[src/design/hazardPkg.sv]
package hazardPkg;

	//////////////////////////////////////////////////////////////////////
	// Opcode and funct encodings of the supported MIPS subset
	//////////////////////////////////////////////////////////////////////

	localparam logic [5:0] OP_SPECIAL = 6'h00; // R-type, decoded further by funct
	localparam logic [5:0] OP_J       = 6'h02;
	localparam logic [5:0] OP_JAL     = 6'h03;
	localparam logic [5:0] OP_BEQ     = 6'h04;
	localparam logic [5:0] OP_ADDIU   = 6'h09;
	localparam logic [5:0] OP_ORI     = 6'h0d;
	localparam logic [5:0] OP_LUI     = 6'h0f;
	localparam logic [5:0] OP_LW      = 6'h23;
	localparam logic [5:0] OP_SW      = 6'h2b;

	// SPECIAL funct codes
	localparam logic [5:0] FN_SLL  = 6'h00; // All-zero word lands here
	localparam logic [5:0] FN_JR   = 6'h08;
	localparam logic [5:0] FN_JALR = 6'h09;
	localparam logic [5:0] FN_ADDU = 6'h21;
	localparam logic [5:0] FN_SUBU = 6'h23;

	// Use time for a port the instruction never reads
	// Larger than any Tnew, so such a port can never be hazardous
	localparam logic [2:0] TUSE_NONE = 3'd7;

	localparam logic [4:0] REG_RA = 5'd31; // Link register of jal

	//////////////////////////////////////////////////////////////////////
	// Instruction word, two views of the same 32 bits
	//////////////////////////////////////////////////////////////////////

	typedef struct packed {
		logic [5:0] opcode;
		logic [4:0] rs;
		logic [4:0] rt;
		logic [4:0] rd;
		logic [4:0] shamt;
		logic [5:0] funct;
	} rFields_s;

	typedef struct packed {
		logic [5:0]  opcode;
		logic [4:0]  rs;
		logic [4:0]  rt;
		logic [15:0] imm16; // Unused by the hazard logic
	} iFields_s;

	typedef union packed {
		rFields_s rFields; // Register format
		iFields_s iFields; // Immediate format
	} instrWord_u;

	// Instruction class seen by the Tuse/Tnew table
	typedef enum logic [3:0] {
		CLS_NOP,
		CLS_ALUR,   // addu, subu, sll
		CLS_ALUI,   // ori, addiu
		CLS_LOAD,   // lw
		CLS_STORE,  // sw
		CLS_BRANCH, // beq
		CLS_LUI,
		CLS_JAL,
		CLS_JR,
		CLS_J,
		CLS_JALR
	} instrClass_e;

	//////////////////////////////////////////////////////////////////////
	// Hazard bookkeeping
	//////////////////////////////////////////////////////////////////////

	// Read and write view of the ID instruction
	typedef struct packed {
		logic [4:0] rAddr0; // rs side
		logic [4:0] rAddr1; // rt side
		logic [4:0] wAddr;  // 0 when nothing is written
		logic [2:0] tuse0;  // Cycles from ID until rAddr0 is needed
		logic [2:0] tuse1;
		logic [2:0] tnew;   // Cycles from ID until wAddr value exists
	} atInfo_s;

	// Writer held in one later stage, tnew counts what is left
	typedef struct packed {
		logic [4:0] wAddr;
		logic [2:0] tnew;
	} stageEntry_s;

	localparam stageEntry_s STAGE_BUBBLE = '{wAddr: 5'd0, tnew: 3'd0};

	// Source picked for a read port, in priority order
	typedef enum logic [1:0] {
		FWD_NONE,
		FWD_EX,
		FWD_MEM,
		FWD_WB
	} fwdSel_e;

endpackage

[src/design/atCalc.sv]
`timescale 1ns/10ps

module atCalc (
	input  hazardPkg::instrWord_u  instr,
	input  hazardPkg::instrClass_e cls,
	output hazardPkg::atInfo_s     at
);
	import hazardPkg::*;

	logic [4:0] rs;
	logic [4:0] rt;
	logic [4:0] rd;

	assign rs = instr.iFields.rs;
	assign rt = instr.iFields.rt;
	assign rd = instr.rFields.rd; // Only present in the R view

	//////////////////////////////////////////////////////////////////////
	// Tuse/Tnew table, one row per class
	//////////////////////////////////////////////////////////////////////

	always_comb
	begin
		// Unused ports read r0 and never need a value
		at.rAddr0 = 5'd0;
		at.rAddr1 = 5'd0;
		at.wAddr  = 5'd0;
		at.tuse0  = TUSE_NONE;
		at.tuse1  = TUSE_NONE;
		at.tnew   = 3'd0;
		case (cls)
			CLS_ALUR:
			begin
				at.rAddr0 = rs;
				at.rAddr1 = rt;
				at.wAddr  = rd;
				at.tuse0  = 3'd1;
				at.tuse1  = 3'd1;
				at.tnew   = 3'd2; // Result at end of EX
			end
			CLS_ALUI:
			begin
				at.rAddr0 = rs;
				at.wAddr  = rt;
				at.tuse0  = 3'd1;
				at.tnew   = 3'd2;
			end
			CLS_LOAD:
			begin
				at.rAddr0 = rs;   // Base address in EX
				at.wAddr  = rt;
				at.tuse0  = 3'd1;
				at.tnew   = 3'd3; // Data out of MEM
			end
			CLS_STORE:
			begin
				at.rAddr0 = rs;
				at.rAddr1 = rt;
				at.tuse0  = 3'd1;
				at.tuse1  = 3'd2; // Store data not needed until MEM
			end
			CLS_BRANCH:
			begin
				at.rAddr0 = rs; // Compared in ID
				at.rAddr1 = rt;
				at.tuse0  = 3'd0;
				at.tuse1  = 3'd0;
			end
			CLS_LUI:
			begin
				at.wAddr = rt;
				at.tnew  = 3'd1; // Value known in ID
			end
			CLS_JAL:
			begin
				at.wAddr = REG_RA;
				at.tnew  = 3'd1; // Link address known in ID
			end
			CLS_JR:
			begin
				at.rAddr0 = rs;
				at.tuse0  = 3'd0; // Target needed right away
			end
			CLS_JALR:
			begin
				at.rAddr0 = rs;
				at.wAddr  = rd;
				at.tuse0  = 3'd0;
				at.tnew   = 3'd1;
			end
			default: ; // j and nop keep the defaults
		endcase
	end

endmodule

[src/design/hazardCtrl.sv]
`timescale 1ns/10ps

module hazardCtrl (
	input  logic                   instrValid,
	input  hazardPkg::atInfo_s     at,
	input  hazardPkg::stageEntry_s exE,
	input  hazardPkg::stageEntry_s memE,
	input  hazardPkg::stageEntry_s wbE,
	output logic                   stall,
	output logic                   issue,
	output hazardPkg::fwdSel_e     fwdRs,
	output hazardPkg::fwdSel_e     fwdRt
);
	import hazardPkg::*;

	logic hazRs; // rs side waits on some stage
	logic hazRt;
	fwdSel_e srcRs; // Match before stall masking
	fwdSel_e srcRt;

	// Value needed before the writer in e can produce it
	function automatic logic isHazard(input logic [4:0] addr, input logic [2:0] tuse,
			input stageEntry_s e);
		return (addr != 5'd0) && (addr == e.wAddr) && (tuse < e.tnew);
	endfunction

	// Youngest matching writer wins
	function automatic fwdSel_e pickSource(input logic [4:0] addr, input stageEntry_s ex,
			input stageEntry_s mem, input stageEntry_s wb);
		fwdSel_e sel;
		sel = FWD_NONE;
		if (addr != 5'd0)
		begin
			if (addr == ex.wAddr)
				sel = FWD_EX;
			else if (addr == mem.wAddr)
				sel = FWD_MEM;
			else if (addr == wb.wAddr)
				sel = FWD_WB;
		end
		return sel;
	endfunction

	//////////////////////////////////////////////////////////////////////
	// Stall decision and forward selects
	//////////////////////////////////////////////////////////////////////

	assign hazRs = isHazard(at.rAddr0, at.tuse0, exE) ||
		isHazard(at.rAddr0, at.tuse0, memE) ||
		isHazard(at.rAddr0, at.tuse0, wbE);
	assign hazRt = isHazard(at.rAddr1, at.tuse1, exE) ||
		isHazard(at.rAddr1, at.tuse1, memE) ||
		isHazard(at.rAddr1, at.tuse1, wbE);

	assign stall = instrValid && (hazRs || hazRt);
	assign issue = instrValid && !stall; // Tracker only sees real issues

	assign srcRs = pickSource(at.rAddr0, exE, memE, wbE);
	assign srcRt = pickSource(at.rAddr1, exE, memE, wbE);

	// No forwarding while the instruction is held
	assign fwdRs = stall ? FWD_NONE : srcRs;
	assign fwdRt = stall ? FWD_NONE : srcRt;

endmodule

[src/design/hazardUnit.sv]
`timescale 1ns/10ps

module hazardUnit (
	input  logic                  clk,
	input  logic                  arstN,
	input  hazardPkg::instrWord_u instr,      // ID stage word
	input  logic                  instrValid,
	output logic                  stall,      // Hold IF/ID, bubble into EX
	output hazardPkg::fwdSel_e    fwdRs,
	output hazardPkg::fwdSel_e    fwdRt
);
	import hazardPkg::*;

	instrClass_e cls;
	atInfo_s     at;
	stageEntry_s exE;
	stageEntry_s memE;
	stageEntry_s wbE;
	logic        issue;

	//////////////////////////////////////////////////////////////////////
	// ID side, all combinational
	//////////////////////////////////////////////////////////////////////

	instrDecoder decoder_i (
		.instr (instr),
		.cls   (cls)
	);

	atCalc calc_i (
		.instr (instr),
		.cls   (cls),
		.at    (at)
	);

	hazardCtrl ctrl_i (
		.instrValid (instrValid),
		.at         (at),
		.exE        (exE),
		.memE       (memE),
		.wbE        (wbE),
		.stall      (stall),
		.issue      (issue),
		.fwdRs      (fwdRs),
		.fwdRt      (fwdRt)
	);

	// Writers in flight behind ID
	stageTracker tracker_i (
		.clk   (clk),
		.arstN (arstN),
		.issue (issue),
		.at    (at),
		.exE   (exE),
		.memE  (memE),
		.wbE   (wbE)
	);

endmodule

[src/design/instrDecoder.sv]
`timescale 1ns/10ps

module instrDecoder (
	input  hazardPkg::instrWord_u  instr,
	output hazardPkg::instrClass_e cls
);
	import hazardPkg::*;

	logic [5:0] opcode; // From the I view, same bits in both
	logic [5:0] funct;  // Only meaningful for SPECIAL

	assign opcode = instr.iFields.opcode;
	assign funct  = instr.rFields.funct;

	//////////////////////////////////////////////////////////////////////
	// Opcode first, funct only under SPECIAL
	//////////////////////////////////////////////////////////////////////

	always_comb
	begin
		cls = CLS_NOP; // Anything unknown falls out as a nop
		case (opcode)
			OP_SPECIAL:
			begin
				case (funct)
					FN_ADDU,
					FN_SUBU,
					FN_SLL:  cls = CLS_ALUR; // sll $0 covers the zero word
					FN_JR:   cls = CLS_JR;
					FN_JALR: cls = CLS_JALR;
					default: cls = CLS_NOP;
				endcase
			end
			OP_ORI,
			OP_ADDIU: cls = CLS_ALUI;
			OP_LW:    cls = CLS_LOAD;
			OP_SW:    cls = CLS_STORE;
			OP_BEQ:   cls = CLS_BRANCH;
			OP_LUI:   cls = CLS_LUI;
			OP_JAL:   cls = CLS_JAL;
			OP_J:     cls = CLS_J;
			default:  cls = CLS_NOP;
		endcase
	end

endmodule

[src/design/stageTracker.sv]
`timescale 1ns/10ps

module stageTracker (
	input  logic                   clk,
	input  logic                   arstN,
	input  logic                   issue,
	input  hazardPkg::atInfo_s     at,
	output hazardPkg::stageEntry_s exE,
	output hazardPkg::stageEntry_s memE,
	output hazardPkg::stageEntry_s wbE
);
	import hazardPkg::*;

	stageEntry_s idEntry; // Writer of the ID instruction
	stageEntry_s nxtEx;   // What EX takes at the next edge

	// One stage further on, count saturates at 0
	function automatic stageEntry_s ageEntry(input stageEntry_s e);
		stageEntry_s aged;
		aged.wAddr = e.wAddr;
		aged.tnew  = (e.tnew == 3'd0) ? 3'd0 : e.tnew - 3'd1;
		return aged;
	endfunction

	assign idEntry = '{wAddr: at.wAddr, tnew: at.tnew};

	// A held instruction leaves a bubble behind it
	assign nxtEx = issue ? ageEntry(idEntry) : STAGE_BUBBLE;

	//////////////////////////////////////////////////////////////////////
	// EX, MEM, WB writer shift
	//////////////////////////////////////////////////////////////////////

	always_ff @(posedge clk or negedge arstN)
	begin
		if (!arstN)
		begin
			exE  <= STAGE_BUBBLE; // Empty pipe, nothing to wait on
			memE <= STAGE_BUBBLE;
			wbE  <= STAGE_BUBBLE;
		end
		else
		begin
			exE  <= nxtEx;
			memE <= ageEntry(exE);
			wbE  <= ageEntry(memE); // Leaves the tracker after WB
		end
	end

endmodule

[config.mk]
export PLATFORM = sky130hd
export DESIGN_NAME = hazardUnit
export DESIGN_NICKNAME = d
export VERILOG_FILES = /design/src/design/hazardPkg.sv /design/src/design/atCalc.sv /design/src/design/hazardCtrl.sv /design/src/design/hazardUnit.sv /design/src/design/instrDecoder.sv /design/src/design/stageTracker.sv
export SDC_FILE = /design/constraint.sdc
export NUM_CORES = 1
export LEC_CHECK = 0
export BUFFER_PORTS_ARGS = -buffer_cell sky130_fd_sc_hd__buf_2
export CORE_ASPECT_RATIO = 0.9
export CORE_UTILIZATION = 25
export CTS_CLUSTER_SIZE = 25
export DETAILED_ROUTE_END_ITERATION = 12
export GPL_TIMING_DRIVEN = 1
export HOLD_SLACK_MARGIN = 0.12
export PLACE_DENSITY_LB_ADDON = 0.15
export SETUP_SLACK_MARGIN = 0.2
export SYNTH_ARGS = -nofsm -noshare
export SYNTH_HDL_FRONTEND = slang
export SYNTH_SLANG_ARGS = --single-unit
export TNS_END_PERCENT = 1
[constraint.sdc]
create_clock -name clk -period 2.4 [get_ports clk]
set_clock_uncertainty 0.2 [all_clocks]
set_input_delay 0 -clock clk [delete_from_list [all_inputs] [get_ports clk]]
set_output_delay 0 -clock clk [all_outputs]
set_load 0.005 [all_outputs]
==> flow_metrics.env <==
export IMPL_dp_cells=422
export IMPL_vias=2195
export IMPL_worst_path_max_fanout=3
export IMPL_worst_pin_slew_ns=1.09
export IMPL_syn_num_nets=296
export IMPL_groute_usage_overall_pct=15.9
export IMPL_layout_cells_most_common_list="51 x buf_4, 31 x buf_2, 24 x dfrtp_1"
export IMPL_netlist_area_um2=2120
export IMPL_number_of_maximum_capacitance_violations=0
export IMPL_drt_wl_total_mm=6.65
export IMPL_report_final_slew_viol_count=0
export IMPL_crit_type="register to output port"
export IMPL_async_flop_share_pct=100
export IMPL_finish_cell_count_without_fillers=446
export IMPL_post_synthesis_cell_type_count=59
export IMPL_synthesis_instances=245
export IMPL_critPathCaptureType="output port"
export IMPL_worst_slack_ns=-0.310
export IMPL_route_antenna_remaining_nets=0
export IMPL_portbufs=34
export IMPL_result_of_the_run="finished, violations left"
export IMPL_design_final_nets=399
export IMPL_number_of_failing_setup_endpoints_in_the_final_timing_report=12
export IMPL_routed_wire_length_per_instance_um=14.9
export IMPL_clock_sinks=24
export IMPL_dieHeight_um=89.4
export IMPL_fp_row_count=31
export IMPL_final_core_utilization_pct=38.4
export IMPL_cts_reportedPaths_clkPinSlew_ns=0.09
export IMPL_yosys_register_bits=24
export IMPL_ctsLongestPathBuffers=2
export IMPL_vdd_drop_max_mv=0.231
export IMPL_design_power_total_uw=1070
export IMPL_fin_crit_sh_pct=113
export IMPL_cellLeakagePower_uw=0.00137
export IMPL_synthDominantCellAreaShare_pct=28.3
export IMPL_hold_violations=0
export IMPL_total_switching_power_uw=292
export IMPL_power_report_internal_total_uw=775
export IMPL_grt_max_degree=25
export IMPL_number_of_top_level_pins=40
export IMPL_initial_utilization_pct=26.1
export IMPL_most_common_flop_cell_mapped_by_yosys="dfrtp_1"
export IMPL_violations="setup timing"
export IMPL_drc_violation_count_after_routing=0
export IMPL_grt_pass1_wl_mm=10.8
export IMPL_number_of_cells_on_the_worst_reg_to_reg_path=11
export IMPL_globalRoute_totalOverflow=0
export IMPL_rsz_0062_raised_after_global_routing="true"
export IMPL_area_delta_synth_final_pct=47.3
export IMPL_power_share_clock_pct=33.7
export IMPL_ys_warnings_count=0
export IMPL_tritoncts="yes"
export IMPL_root_buffer="clkbuf_8"
export IMPL_clock_fmax_mhz=369
export IMPL_seqPwrFrac_pct=39.5
export IMPL_antenna_found_initial=0
export IMPL_detailedRoute_firstPassIterationCount=4
export IMPL_hold_path_depth=6
export IMPL_share_of_final_layout_standard_cells_stronger_than_drive_strength_1_pct=36.3
export IMPL_p_comb_share_pct=26.8
export IMPL_largest_cells_by_area_after_synthesis="dfrtp_1 28%, ha_1 9.4%, xor2_1 5.4%, nor2_1 4.4%, a21oi_1 3.3%"
export IMPL_hold_class="input port to register"
export IMPL_cts_htree_levels=1
export IMPL_synth_sequential_area_ratio_pct=28.3
export IMPL_cp_data_arrival_time_ns=2.51
export IMPL_yosys_area_top_type="dfrtp_1"
export IMPL_sw_frac_of_total_pct=27.3
export IMPL_chipWidth_um=99.1
export IMPL_final_hold_worst_slack_ns=0.134
export IMPL_final_min_clock_period_ns=2.71
export IMPL_p_per_area_nw_per_um2=341
export IMPL_synth_edf_count=0
export IMPL_final_common_cell="buf_4"
export IMPL_required_ns=2.20
export IMPL_drt_vias_per_instance=4.92
export IMPL_core_um2=8150
export IMPL_die_area_um2=8870
export IMPL_postSynthAreaPerCell_um2=8.67
export IMPL_vias_in_the_first_global_route=2110
export IMPL_detailed_place_hpwl_mm=5.43
export IMPL_numCtsBuffers=3
export IMPL_layout_filler_cells=852
export IMPL_maxSlewHeadroom_pct=27.0
export IMPL_timing_critical_path_from_type="register"
export IMPL_place_congestion=0.797
export IMPL_antenna_diode_count=0
export IMPL_detail_route_iter0_violations=112
export IMPL_worstSkewPairLatency_ns=0.27
==> worst paths after layout <==
check | from | end | slack, ns
setup reg to reg | tracker_i.exE[7]$_DFF_PN0_ | tracker_i.exE[7]$_DFF_PN0_ | -0.14
hold reg to reg | tracker_i.memE[6]$_DFF_PN0_ | tracker_i.wbE[6]$_DFF_PN0_ | 0.18
hold / removal | instr[29] | tracker_i.exE[1]$_DFF_PN0_ | 0.13
min in group asynchronous | arstN | tracker_i.memE[2]$_DFF_PN0_ | 0.79
setup / recovery | tracker_i.exE[7]$_DFF_PN0_ | fwdRs[0] | -0.31
max in group asynchronous | arstN | tracker_i.memE[5]$_DFF_PN0_ | 0.55
==> metal layers <==
metal | share of wire [%] | up-vias | GRT usage (%)
met2 | 44 | 52 | 26.1
li1 | - | 1113 | -
met1 | 50 | 1025 | 22.8
met3 | 5.1 | 5 | 1.02
met5 | 0 | - | 0
met4 | 0.89 | 0 | 4.01
==> repair_timing <==
action | in CTS | in global routing
pin swaps | 13 | 4
gates resized for setup | 20 | 6
endpoints found under the setup margin | 12 | 12
cloned | 0 | 0
hold endpoints to repair | 31 | 0
setup buffers | 4 | 1
hold buffers | 15 | 0
==> power groups by stage <==
| stage | Clock, uW | Combinational [uW] | Sequential [uW] |
|---|---|---|---|
| after floorplan | 0 | 124 | 428 |
| after global placement | 0 | 256 | 429 |
| after detailed placement | 0 | 255 | 429 |
| after CTS | 370 | 284 | 421 |
| after global routing | 385 | 318 | 423 |
| final | 360 | 286 | 421 |
==> cell type report <==
| class | count | area [um^2] | share of cell area [%] |
|---|---|---|---|
| clock buffer | 3 | 41.3 | 1.32 |
| clock inverter | 1 | 30.0 | 0.960 |
| inverter | 18 | 67.6 | 2.16 |
| multi-input combinational | 199 | 1520 | 48.6 |
| sequential | 24 | 601 | 19.2 |
| tap | 99 | 124 | 3.96 |
| timing repair buffer | 102 | 744 | 23.8 |
==> per-stage QoR <==
stage / instance area [um^2] / setup slack (ns) / setup TNS, ns
CTS: 3100 / -0.289 / -1.46
finish: 3130 / -0.310 / -2.29
global route: 3130 / -0.508 / -4.41
floorplan: 2130 / -0.0449 / -0.365
global placement: 2760 / -0.461 / -4.93
detailed placement: 2760 / -0.493 / -5.13
==> sequential cells by signal, summed over array words and instances (netlist names) <==
name and count:
tracker_i.exE 8, tracker_i.wbE 8, tracker_i.memE 8
==> synthesized netlist by cell type, types with 2 or more instances <==
master and number:
ha_1 16, clkbuf_1 2, nor2_1 25, a21oi_1 14
nor3_1 10, o211ai_1 4, o22ai_1 6, nand3b_1 2
nand4_1 3, o211a_1 2, xnor2_1 7, o21ai_0 10
nor4bb_1 2, nor4b_1 4, inv_1 17, a211oi_1 2
mux2i_1 2, xor2_1 13, a31oi_1 2, nand2b_1 5
nand2_1 12, nor2b_1 8, nand3_1 6, or2_2 3
a22oi_1 7, dfrtp_1 24, nor4_1 5
==> worst max-delay path: stages (launching register included) <==
cell and delay, ns:
dfrtp_1 0.38, nor2b_1 0.13, a2111o_1 0.43, nor4_2 0.30
o21ai_1 0.12, a211oi_2 0.21, a311oi_2 0.08, a21boi_2 0.24
buf_4 0.18, nor2_1 0.05, buf_2 0.12
==> cells by family (layout without fill, tap and decap cells) <==
family / after synthesis / in the layout / synth area share (%)
mux: 2 / 2 / 0.943
flops: 24 / 24 / 28.3
other cells: 1 / 1 / 0.177
xor+xnor: 20 / 20 / 8.25
buf+inv: 22 / 124 / 4.12
fa+ha+maj: 16 / 16 / 9.43
simple gates: 96 / 96 / 26.9
compound gates: 64 / 64 / 21.9
(Power assumes the default switching activity.)
